$ cat src/rtl/irPkg.sv
// IR remote transmitter/receiver register map, FSM states and shared structs
package irPkg;

	typedef enum logic {
		IR_TX = 1'b0,
		IR_RX = 1'b1
	} irMode_e;

	// ********************
	// Register map
	// ********************
	typedef enum logic [7:0] {
		CTRL    = 8'h00,
		STATUS  = 8'h01,
		CRR_LO  = 8'h02,
		CRR_HI  = 8'h03,
		DUTY_LO = 8'h04,
		DUTY_HI = 8'h05,
		RPT     = 8'h06,
		OFF_TMO = 8'h07,
		BGN_LO  = 8'h08,
		BGN_HI  = 8'h09,
		END_LO  = 8'h0A,
		END_HI  = 8'h0B,
		LIM_LO  = 8'h0C,
		LIM_HI  = 8'h0D,
		REND_LO = 8'h0E,
		REND_HI = 8'h0F,
		MADR_LO = 8'h10,
		MADR_HI = 8'h11,
		MDATA   = 8'h12
	} irRegAdr_e;

	localparam int CTRL_START    = 0;
	localparam int CTRL_MODE     = 1;
	localparam int CTRL_INT_EN   = 2;
	localparam int CTRL_POL_INV  = 3;
	localparam int CTRL_GPIO_EN  = 4;
	localparam int CTRL_STOP     = 5;
	localparam int CTRL_SW_RST   = 6;
	localparam int STAT_BUSY     = 0;
	localparam int STAT_INT      = 1;

	typedef enum logic [2:0] {TX_IDLE, TX_FETCH, TX_MARK, TX_SPACE, TX_DONE} irTxState_e;
	typedef enum logic [2:0] {RX_IDLE, RX_WAIT, RX_RUN, RX_STORE, RX_DONE} irRxState_e;

	typedef struct packed {
		irMode_e     mode;
		logic [15:0] crrCycLen;   // Carrier period in clocks
		logic [15:0] txDutyLen;   // Carrier high time
		logic [7:0]  txRptLen;
		logic [7:0]  rxOffTmo;    // Silence timeout in units
		logic        rxPolInv;
		logic        rxGpioEn;
		logic [15:0] codeBgnAdr;
		logic [15:0] codeEndAdr;  // Exclusive
		logic [15:0] rxLimitAdr;  // Exclusive
	} irCfg_t;

	typedef struct packed {
		logic        we;
		logic        re;
		logic [15:0] adr;
		logic [7:0]  wd;
	} irMemReq_t;

endpackage

$ cat src/rtl/irRx.sv
// IR receive engine, measures RXD runs in carrier periods and stores them
`timescale 1ns/10ps
module irRx #(
	parameter int MEM_ADR_WIDTH = 11
) (
	input  logic               CLK_i,
	input  logic               wRST,
	input  irPkg::irCfg_t      cfg_i,
	input  logic               start_i,
	input  logic               stop_i,
	input  logic               rxd_i,
	output irPkg::irMemReq_t   memReq_o,
	output logic               busy_o,
	output logic               done_o,
	output logic               startClr_o,
	output logic               stopClr_o,
	output logic [15:0]        rxCodeEndAdr_o,
	output logic               rxGpio_o
);

irPkg::irRxState_e         state;
logic                      rxS1, rxS2;     // Synchronizer, polarity corrected
logic                      curLvl;
logic [MEM_ADR_WIDTH-1:0]  adr, adrNext;
logic [15:0]               clkCnt, baseClk, nClk;
logic [7:0]                unitCnt, baseUnit, nUnit, storeVal;
logic                      rxOn, lvlChg, runStart, tmo;

assign rxOn     = (cfg_i.mode == irPkg::IR_RX);
assign rxGpio_o = rxS2 & cfg_i.rxGpioEn;
assign adrNext  = adr + 1'b1;
assign lvlChg   = (state == irPkg::RX_RUN) && (rxS2 != curLvl);
assign runStart = (state == irPkg::RX_WAIT) || lvlChg;

// ********************
// Unit counter
// ********************
always_comb begin
	baseClk  = runStart ? 16'd0 : clkCnt;
	baseUnit = runStart ? 8'd0 : unitCnt;
	nClk     = baseClk + 16'd1;
	nUnit    = baseUnit;
	if (nClk >= cfg_i.crrCycLen) begin
		nClk = 16'd0;
		if (baseUnit != 8'hFF) nUnit = baseUnit + 8'd1;  // Saturate at 255
	end
end

// Trailing inactive run long enough ends reception
assign tmo = (state == irPkg::RX_RUN) && !curLvl && !lvlChg && (nUnit >= cfg_i.rxOffTmo);

always_comb begin
	memReq_o.we  = (state == irPkg::RX_STORE);
	memReq_o.re  = 1'b0;
	memReq_o.adr = 16'(adr);
	memReq_o.wd  = storeVal;
end

always_ff @(posedge CLK_i or posedge wRST) begin
	if (wRST) begin
		rxS1 <= 1'b0;
		rxS2 <= 1'b0;
	end else begin
		rxS1 <= rxd_i ^ cfg_i.rxPolInv;
		rxS2 <= rxS1;
	end
end

always_ff @(posedge CLK_i or posedge wRST) begin
	if (wRST) begin
		state          <= irPkg::RX_IDLE;
		curLvl         <= 1'b0;
		adr            <= '0;
		clkCnt         <= 16'd0;
		unitCnt        <= 8'd0;
		storeVal       <= 8'd0;
		busy_o         <= 1'b0;
		done_o         <= 1'b0;
		startClr_o     <= 1'b0;
		stopClr_o      <= 1'b0;
		rxCodeEndAdr_o <= 16'd0;
	end else begin
		startClr_o <= 1'b0;
		stopClr_o  <= 1'b0;
		done_o     <= 1'b0;
		if (stop_i && rxOn) begin
			stopClr_o <= 1'b1;
			if (state != irPkg::RX_IDLE) state <= irPkg::RX_DONE;
		end else begin
			case (state)
				irPkg::RX_IDLE: if (start_i && rxOn) begin
					startClr_o <= 1'b1;
					busy_o     <= 1'b1;
					adr        <= cfg_i.codeBgnAdr[MEM_ADR_WIDTH-1:0];
					curLvl     <= 1'b0;
					state      <= irPkg::RX_WAIT;
				end
				irPkg::RX_WAIT: if (rxS2) begin  // First active level opens a run
					curLvl  <= 1'b1;
					clkCnt  <= nClk;
					unitCnt <= nUnit;
					state   <= irPkg::RX_RUN;
				end
				irPkg::RX_RUN: begin
					clkCnt  <= nClk;
					unitCnt <= nUnit;
					if (lvlChg) begin
						curLvl   <= rxS2;
						storeVal <= unitCnt;
						state    <= irPkg::RX_STORE;
					end else if (tmo) begin
						state <= irPkg::RX_DONE;
					end
				end
				irPkg::RX_STORE: begin
					clkCnt  <= nClk;  // New run keeps counting
					unitCnt <= nUnit;
					adr     <= adrNext;
					if (adrNext == cfg_i.rxLimitAdr[MEM_ADR_WIDTH-1:0])
						state <= irPkg::RX_DONE;
					else
						state <= irPkg::RX_RUN;
				end
				irPkg::RX_DONE: begin
					rxCodeEndAdr_o <= 16'(adr);
					done_o         <= 1'b1;
					busy_o         <= 1'b0;
					state          <= irPkg::RX_IDLE;
				end
				default: state <= irPkg::RX_IDLE;
			endcase
		end
	end
end

endmodule

$ cat config.mk
export PLATFORM = sky130hd
export DESIGN_NAME = irRx
export DESIGN_NICKNAME = d
export VERILOG_FILES = /design/src/rtl/irPkg.sv /design/src/rtl/irRx.sv
export SDC_FILE = /design/constraint.sdc
export NUM_CORES = 1
export LEC_CHECK = 0
export ABC_AREA = 1
export BUFFER_PORTS_ARGS = -buffer_cell sky130_fd_sc_hd__buf_2
export CAP_MARGIN = 25
export CORE_MARGIN = 1
export CORE_UTILIZATION = 35
export DETAILED_ROUTE_END_ITERATION = 6
export GPL_ROUTABILITY_DRIVEN = 0
export MAX_ROUTING_LAYER = met4
export SYNTH_ARGS = -nofsm -noshare
export SYNTH_HDL_FRONTEND = slang
export SYNTH_SLANG_ARGS = --single-unit
$ cat constraint.sdc
create_clock -name CLK_i -period 6.6 [get_ports CLK_i]
set_clock_uncertainty 0.15 [all_clocks]
set_input_delay 1.65 -clock CLK_i [delete_from_list [all_inputs] [get_ports CLK_i]]
set_output_delay 1.65 -clock CLK_i [all_outputs]
set_load 0.01 [all_outputs]
==> metrics.yaml, run 1 <==
route:
  wl_met3_um: 585
  dr_wl_met2_um: 5270
  vias: 4348
  routed_wl_um: 11300
  drt_first_iter_violations: 172
  vias_per_cell: 4.62
  avgRoutedWirePerCell_um: 12.0
  first_pass_iters: 5
  wl_met1_um: 5410
  postRouteAntennaNets: 0
  route.detailed.drc: 0
  top_layer: "met4"
final_layout:
  nets: 892
  area_growth_syn_to_layout_pct: 18.5
  layout-drive-gt1-share_pct: 19.5
  n_antenna_cell: 0
  fin_area_um2: 5600
setup_path:
  r2r_end: "state[1]"
  cpMostUsedCell: "nand2_1"
  crit_path_top_delay_cell: "dfrtp_1"
  required_ns: 6.67
  endpoint_kind: "register"
  start_kind: "register"
  timing_worst_setup_path_type: "reg -> reg"
  reg2reg_setup_slack_ns: 1.08
  worst-path-max-fanout: 23
  cpPeakStageDelay_ns: 0.42
  worstRegToRegCells: 29
  critPathArrivalTime_ns: 5.59
  r2r_start: "curLvl"
global_routing:
  track_usage_pct: 18.0
  grt_pass1_vias: 4207
  grt_start_max_net_pins: 65
  antenna_found_initial: 0
  overflow: 0
  grt_pass1_wl_um: 19700
synth:
  syn_area_um2: 4730
  synth_cell_types: 39
  syn_inst: 671
  yosysTopAreaCell: "dfrtp_1"
  synthTopCellsByArea: "dfrtp_1 34%, nand2_1 14%, inv_1 9.0%"
  yosysMostFrequentCell: "nand2_1"
  synth_edf_count: 0
  async_reset_ff_share_pct: 100
  ys_seq_area_share_pct: 33.9
  synthFlopType: "dfrtp_1"
  postSynthAreaPerCell_um2: 7.04
  ys_warn_count: 0
  synthTopCellsByCount: "174 x nand2_1, 113 x inv_1, 64 x dfrtp_1"
  synth-seq-cells: 64
  netlist.area_leader.share_pct: 33.9
pwr:
  peakVddDrop_v: 0.000176
  power.density_nw_per_um2: 373
  leakagePower_nw: 3.02
clock_network:
  hold_buffers: 0
  ctsResizeCount: 0
  clk_pin_slew_ns: 0.05
  cts_tree: "yes"
  post_cts_buffers: 0
  cts_root_buf: "clkbuf_16"
  htreeDepth: 3
  clkSinkCount: 64
  clock_latency_ns: 0.33
  cts_buffers: 9
  clock_path_buffers: 2
sta:
  slew_viol_final: 0
  min_period_over_period_pct: 83.6
  worst_slew_pin_slew_ns: 0.961
  setup-tns-final_ns: 0
  holdWs_ns: 0.196
  fmax_ghz: 0.181
  slew_headroom_pct: 35.7
  setup_violations: 0
  layout_min_cycle_time_ns: 5.52
  rsz0062_at_grt: "false"
  final_hold_viol_count: 0
min_path:
  min_path_type: "reg -> reg"
  hp-start: "rxS1"
  whs_path_depth: 0
  min_to: "rxS2"
placed_design:
  io_buffers: 89
  dp_hpwl_um: 8450
  post_dp_cell_area_um2: 5290
floorplan:
  num_rows: 42
  start_util_pct: 35.8
  io_pins: 151
  die_x_um: 118
  core_um2: 13200
  die_h_um: 118
  die-area_um2: 14000
run_status:
  outcome: "finished clean"
flow_run:
  max_cap_viol_count: 0
worst max path at each step:
stage,startpoint,to,slack [ns],depth (start not counted)
2_1_floorplan,curLvl,state[1],2.05,33
3_3_place_gp,rxS2,state[1],1.05,28
3_5_place_dp,rxS2,state[1],1.03,28
4_1_cts,rxS2,state[1],1.02,29
5_1_grt,curLvl,state[2],0.39,29
6_report,curLvl,state[1],1.08,29
layout by cell type (no fill, tap or decap), types with 3 or more instances in the layout:
cell type and instances:
o211ai_1 6, a21oi_1 18, nand2_4 4, o21ai_1 8, and2_1 5, clkbuf_8 5, o21a_1 8, nand3b_1 6
nor2_4 5, nand4_1 7, nand3_1 44, nand2_2 3, conb_1 11, buf_2 89, nor3_1 3, nor2_2 9
nand3_2 3, nand2_1 174, dfrtp_1 64, o22ai_1 10, clkbuf_16 9, o21ai_0 44, inv_2 8, nor2_1 55
xor2_1 8, or2_2 3, inv_1 112, ha_1 27
stage by stage:
stage               setup WS (ns)  std cells  total power (W)  utilization, %
global placement             1.05        926          0.00162            40.1
detailed placement           1.03        926          0.00163            40.1
finish                       1.08        942          0.00209            42.4
floorplan                    2.05        681          0.00135               -
CTS                          1.02        942          0.00212            42.4
global route                0.391        942          0.00228            42.4
flip-flops by register name, indices dropped and copies added (netlist names):
signal,cells
adr,11
busy_o,1
clkCnt,16
curLvl,1
done_o,1
rxCodeEndAdr_o,11
rxS1,1
rxS2,1
startClr_o,1
state,3
stopClr_o,1
storeVal,8
unitCnt,8
per-layer routing:
layer  global-route usage [%]  vias up
met5                        -        -
met4                     4.09        0
met1                     23.2     1962
li1                         -     2287
met2                     28.4       93
met3                     4.63        6
critical path: cells and delay by family (launching register included):
family	cells	cell delay (ns)
AOI/OAI and AO/OA	1	0.27
xor gates and xnor gates	1	0.23
adders and majority gates	3	0.73
buffers and inverters	2	0.26
and+or+nand+nor	22	3.32
DFF	1	0.42
report_power, final:
part           internal (W)  switching (W)  leakage (nW)
clock network      0.000304       0.000174         0.155
registers          0.000541       0.000122         0.823
logic              0.000340       0.000605          2.04
total               0.00119       0.000902          3.02
final cells by class:
class	instances	area (um2)
Fill cell	1411	7590
Multi-Input combinational cell	475	2560
Inverter	120	450
Clock inverter	2	10.0
Tap cell	176	220
Clock buffer	14	294
Timing Repair Buffer	91	460
Sequential cell	64	1600
logic make-up (layout without fill, tap and decap cells):
group                    after synthesis  count (layout)  share of synthesized area [%]
AO/OA/AOI/OAI                         99              99                           12.0
XOR/XNOR                              12              12                           2.54
adder cells (fa/ha/maj)               27              27                           7.15
multiplexers                           1               1                          0.238
other                                  1              11                         0.0794
flip-flops                            64              64                           33.9
AND/OR/NAND/NOR                      325             325                           31.4
buffers and inverters                142             227                           12.7
Note: power is estimated with default switching activity, not from simulation.
==> run 2, diff against run 1 <==
ABC_AREA = 0   (was 1)
clock period = 5.2 ns   (was 6.6 ns; I/O delays follow)
==> metrics.yaml, run 2 <==
setup_path:
  crit_path_top_delay_cell: "a2111o_1"
  reg2reg_setup_slack_ns: 0.28  # -0.81 ns
  timing_worst_setup_path_type: "reg -> reg"
  cpPeakStageDelay_ns: 0.45  # +0.03 ns
  cp_cell_sequence: "xor2_2 > a21oi_2 > or2_4 > and2_1 > ha_4 > and3_1 > nand3_1 > xor2_1 > nor2_1 > ha_1 > o211ai_1 > a2111o_1 > o21a_1 > buf_4 > nor2_1 > xnor2_1 > ha_1 > nand2b_1 > a211oi_1 > o21bai_1 > a21oi_1 > o21ai_1 > o211a_1"
  path_buf_inv: 1  # -1
  critPathArrivalTime_ns: 5.00  # -0.59 ns
  worst-path-max-fanout: 5  # -78%
  cp-startpoint: "curLvl"
  cp_top_family: "compound AO/OA/AOI/OAI gates"
  endpoint_kind: "register"
  required_ns: 5.28  # -1.39 ns
  start_kind: "register"
  r2r_start: "curLvl"
final_layout:
  layout-drive-gt1-share_pct: 26.1  # +6.7 points
  final_common_cell: "buf_2"
  largest_reg_flops: 16  # unchanged
  fillCellCount: 1226  # -13%
  most-common-layout-cells: "89 x buf_2, 64 x dfrtp_1, 47 x nand2_1"
  n_antenna_cell: 0  # unchanged
  reg.largest.list: "clkCnt x16, adr x11, rxCodeEndAdr_o x11"
  area_growth_syn_to_layout_pct: 21.8
  regMostFlops: "clkCnt"
  nets: 733  # -18%
global_routing:
  track_usage_pct: 18.9  # +0.91 points
  grt_use_met1_pct: 23.4  # +0.19 points
  antenna_found_initial: 0  # unchanged
  grt_pass1_vias: 3918  # -6.9%
  grt.busiest_layer: "met2"
  overflow: 0  # unchanged
  grt_util_met3_pct: 3.90  # -0.73 points
  grt_util_met2_pct: 30.4  # +2.0 points
  grt_start_max_net_pins: 43  # -34%
  grt_pass1_wl_um: 18900  # -3.8%
clock_network:
  clock_path_buffers: 2  # unchanged
  htreeDepth: 3  # unchanged
  cts_buffers: 9  # unchanged
  clk_pin_slew_ns: 0.05  # about the same
  hold_buffers: 0  # unchanged
  clkSinkCount: 64  # unchanged
  cts_root_buf: "clkbuf_16"
  clock_latency_ns: 0.34  # about the same
  cts_tree: "yes"
sta:
  layout_min_cycle_time_ns: 4.92  # -0.591 ns
  setup_violations: 0  # unchanged
  fmax_ghz: 0.203  # +12%
  final_hold_viol_count: 0  # unchanged
  slew_headroom_pct: 57.5  # +22 points
  min_period_over_period_pct: 94.7  # +11 points
  fin_ws_ns: 0.275  # -0.809 ns
  slew_viol_final: 0  # unchanged
  worst_slew_pin_slew_ns: 0.636  # -0.325 ns
synth:
  synthSimpleGateAreaFrac_pct: 20.5  # -11 points
  netlist.area_leader.share_pct: 35.9  # +2.0 points
  synth_compound_area_share_pct: 17.0  # +5.1 points
  async_reset_ff_share_pct: 100  # unchanged
  ys_seq_area_share_pct: 35.9  # +2.0 points
  yosysMostFrequentCell: "dfrtp_1"
  synthFlopType: "dfrtp_1"
  synth_cell_types: 64  # +64%
  synthMuxAreaShare_pct: 5.22  # +5.0 points
  synth_top_family_by_area: "simple AND/OR/NAND/NOR gates"
  synthTopCellsByCount: "64 x dfrtp_1, 47 x nand2_1, 34 x inv_1"
  syn_area_um2: 4460  # -5.6%
  postSynthAreaPerCell_um2: 8.80  # +25%
  yosys.area_share.adder_pct: 7.57  # +0.42 points
  synth_edf_count: 0  # unchanged
  synthXorXnorAreaFrac_pct: 6.45  # +3.9 points
  synth-seq-cells: 64  # unchanged
  syn_inst: 507  # -24%
  yosysTopAreaCell: "dfrtp_1"
  synthTopCellsByArea: "dfrtp_1 36%, ha_1 7.6%, mux2_2 4.5%"
  ys_warn_count: 0  # unchanged
flow_run:
  max_cap_viol_count: 0  # unchanged
placed_design:
  dp_hpwl_um: 8340  # -1.3%
  io_buffers: 89  # unchanged
  dpl_worst_slack_ns: 0.0349  # -0.996 ns
floorplan:
  start_util_pct: 36.5  # +0.71 points
  die_h_um: 115  # -2.8%
  die_x_um: 115  # -2.8%
  io_pins: 151  # unchanged
  core_um2: 12200  # -7.4%
  die-area_um2: 13200  # -5.5%
  num_rows: 40  # -4.8%
route:
  avgRoutedWirePerCell_um: 14.5  # +21%
  first_pass_iters: 5  # unchanged
  route.detailed.drc: 0  # unchanged
  vias_per_cell: 5.19  # +12%
  drt_first_iter_violations: 145  # -16%
  vias: 4012  # -7.7%
  postRouteAntennaNets: 0  # unchanged
  routed_wl_um: 11200  # -0.94%
pwr:
  power.density_nw_per_um2: 382  # +2.4%
  peakVddDrop_v: 0.000235  # +33%
  p_total_w: 0.00208  # -0.58%
  leakagePower_nw: 2.61  # -14%
min_path:
  min_path_type: "reg -> reg"
  hp-start: "rxS1"
run_status:
  outcome: "finished clean"
-- run 2: stage by stage --
step / area (um2) / instances / util (%) / setup TNS (ns) / hold slack, ns
4_1_cts: 5340 / 769 / 43.7 / 0 / 0.197
3_5_place_dp: 5080 / 755 / 41.6 / 0 / 0.186
2_1_floorplan: 4500 / 517 / - / 0 / 0.181
5_1_grt: 5430 / 773 / 44.5 / -0.0162 / 0.212
3_3_place_gp: 5080 / 755 / 41.6 / 0 / 0.189
6_report: 5430 / 773 / 44.5 / 0 / 0.194
-- run 2: layout make-up --
class	instances	area [um2]	share of cell area [%]
clock inverters	1	5.00	0.0921
well taps	168	210	3.87
flip-flops and latches	64	1600	29.5
repair buffers	109	628	11.6
multi-input cells	384	2610	48.0
inverters	34	128	2.35
clock buffers	13	250	4.61
-- run 2: kinds of logic after synthesis --
group	Yosys count
and+or+nand+nor	180
AOI/OAI and AO/OA	113
buffers and inverters	69
DFF	64
xor gates and xnor gates	32
adders and majority gates	27
muxes	21
other	1
-- run 2: report_power, final --
| group | switching, W | total [W] | internal [W] |
|---|---|---|---|
| combinational | 0.000414 | 0.000784 | 0.000369 |
| sequential | 0.000133 | 0.000756 | 0.000623 |
| clock | 0.000206 | 0.000535 | 0.000329 |
| total | 0.000754 | 0.00208 | 0.00132 |
-- run 2: layer usage --
layer | share of wire (%) | vias up | wire length (um)
met2 | 48 | 100 | 5400
met3 | 4.9 | 12 | 552
met1 | 45 | 1909 | 5100
li1 | - | 1991 | -
met4 | 1.5 | 0 | 170
met5 | 0 | - | 0
-- run 2: final timing paths --
kind,to,cells after the start
max reg2reg,state[2],23
max in group asynchronous,storeVal[5],4
max,state[2],23
min reg2reg,rxS2,0
min,rxS2,0
min in group asynchronous,clkCnt[6],2
-- run 2: what timing repair did --
item,in CTS,in global routing
pin swaps,0,2
hold endpoints to repair,0,0
setup buffers,0,1
gates resized for setup,1,8
setup endpoints to repair,1,2
==> run 3, diff against run 2 <==
REMOVE_ABC_BUFFERS = 1   (was not set)
==> metrics.yaml, run 3 (synthesis gave the netlist of run 2 again) <==
floorplan:
  die_h_um: 115  # unchanged
  start_util_pct: 36.5  # unchanged
  core_um2: 12200  # unchanged
  die_x_um: 115  # unchanged
  num_rows: 40  # unchanged
  die-area_um2: 13200  # unchanged
  io_pins: 151  # unchanged
global_routing:
  antenna_found_initial: 0  # unchanged
  grt_pass1_vias: 3925  # +0.18%
  grt_use_met1_pct: 24.2  # +0.89 points
  overflow: 0  # unchanged
  grt_start_max_net_pins: 40  # -7.0%
  grt.busiest_layer: "met2"
  grt_util_met2_pct: 30.7  # +0.36 points
  track_usage_pct: 19.3  # +0.35 points
  grt_util_met3_pct: 4.27  # +0.37 points
  grt_pass1_wl_um: 19300  # +1.8%
placed_design:
  dpl_worst_slack_ns: -0.0204  # -0.0553 ns
  io_buffers: 89  # unchanged
  dp_hpwl_um: 8490  # +1.8%
pwr:
  peakVddDrop_v: 0.000167  # -29%
  leakagePower_nw: 2.67  # +2.5%
  power.density_nw_per_um2: 399  # +4.4%
  p_total_w: 0.00222  # +6.8%
clock_network:
  hold_buffers: 0  # unchanged
  htreeDepth: 3  # unchanged
  clk_pin_slew_ns: 0.06  # about the same
  cts_root_buf: "clkbuf_16"
  clkSinkCount: 64  # unchanged
  clock_path_buffers: 2  # unchanged
  cts_buffers: 9  # unchanged
  cts_tree: "yes"
  clock_latency_ns: 0.34  # about the same
sta:
  slew_viol_final: 0  # unchanged
  final_hold_viol_count: 0  # unchanged
  min_period_over_period_pct: 95.3  # +0.62 points
  slew_headroom_pct: 55.4  # -2.1 points
  layout_min_cycle_time_ns: 4.96  # +0.0323 ns
  worst_slew_pin_slew_ns: 0.667  # +0.0319 ns
  fmax_ghz: 0.202  # -0.65%
  setup_violations: 0  # unchanged
  rsz0062_at_grt: "true"
  fin_ws_ns: 0.243  # -0.0323 ns
final_layout:
  layout-drive-gt1-share_pct: 28.2  # +2.1 points
  reg.largest.list: "clkCnt x16, adr x11, rxCodeEndAdr_o x11"
  area_growth_syn_to_layout_pct: 24.5
  fillCellCount: 1227  # +0.082%
  largest_reg_flops: 16  # unchanged
  n_antenna_cell: 0  # unchanged
  regMostFlops: "clkCnt"
  most-common-layout-cells: "89 x buf_2, 64 x dfrtp_1, 47 x nand2_1"
  nets: 740  # +0.95%
  final_common_cell: "buf_2"
min_path:
  min_path_type: "reg -> reg"
  whs_path_depth: 0  # unchanged
run_status:
  outcome: "finished clean"
setup_path:
  worst-path-max-fanout: 7  # +2
  worstRegToRegCells: 23  # unchanged
  endpoint_kind: "register"
  start_kind: "register"
  critPathArrivalTime_ns: 5.03  # +0.03 ns
  required_ns: 5.27  # about the same
  timing_worst_setup_path_type: "reg -> reg"
  reg2reg_setup_slack_ns: 0.24  # -0.03 ns
route:
  vias_per_cell: 5.24  # +0.99%
  drt_first_iter_violations: 281  # +94%
  postRouteAntennaNets: 0  # unchanged
  avgRoutedWirePerCell_um: 14.8  # +1.9%
  route.detailed.drc: 0  # unchanged
  first_pass_iters: 4  # -1
  vias: 4099  # +2.2%
  routed_wl_um: 11600  # +3.1%
flow_run:
  max_cap_viol_count: 0  # unchanged
[run 3: cell type report]
class | instances | area [um2] | area share [%]
clock inverter | 3 | 65.1 | 1.17
clock buffer | 13 | 250 | 4.50
tap | 168 | 210 | 3.78
timing repair buffer | 116 | 661 | 11.9
sequential | 64 | 1600 | 28.8
multi-input combinational | 384 | 2640 | 47.5
inverter | 34 | 128 | 2.30
[run 3: worst paths after layout]
kind | startpoint | to
worst max-delay path | rxS2 | state[2]
worst min-delay path | rxS1 | rxS2
worst max register to register | rxS2 | state[2]
worst min register to register | rxS1 | rxS2
max in group asynchronous | wRST | startClr_o
min in group asynchronous | wRST | rxCodeEndAdr_o[0]
[run 3: metrics by stage]
step	hold slack (ns)	instance area [um2]	setup TNS, ns	util, %	std cells
2_1_floorplan	0.181	4300	0	-	482
3_3_place_gp	0.186	5160	0	42.3	764
3_5_place_dp	0.206	5160	-0.0204	42.3	764
4_1_cts	0.218	5480	0	44.8	780
5_1_grt	0.230	5560	-0.0153	45.5	782
6_report	0.214	5560	0	45.5	782
[run 3: timing repair]
item	4_1_cts	5_1_grt
setup endpoints to repair	1	2
buffers inserted	0	2
pin swaps	1	5
gates resized for setup	1	17
[run 3: critical path: stages, from the launching register on]
cell and delay [ns]:
dfrtp_1 0.41, xor2_2 0.23, a21oi_2 0.10, or2_4 0.26
and2_1 0.18, ha_1 0.21, and3_1 0.22, nand3_1 0.11
xor2_1 0.15, nor2_1 0.08, ha_1 0.27, o211ai_1 0.12
a2111o_1 0.48, o21a_1 0.23, buf_4 0.18, nor2_2 0.14
xnor2_2 0.14, ha_1 0.24, nand2b_1 0.16, a211oi_2 0.22
o21bai_1 0.13, a21oi_1 0.17, o21ai_1 0.11, o211a_1 0.14
[run 3: power breakdown]
| group | leakage (nW) | internal, W | switching (W) |
|---|---|---|---|
| logic | 1.73 | 0.000382 | 0.000431 |
| clock network | 0.154 | 0.000432 | 0.000218 |
| registers | 0.788 | 0.000623 | 0.000130 |
| total | 2.67 | 0.00144 | 0.000779 |
[run 3: per-layer routing]
| layer | vias to the layer above | part of all wire (%) |
|---|---|---|
| met3 | 13 | 5.3 |
| li1 | 2003 | - |
| met4 | 0 | 1.4 |
| met2 | 120 | 47 |
| met1 | 1963 | 46 |
| met5 | - | 0 |
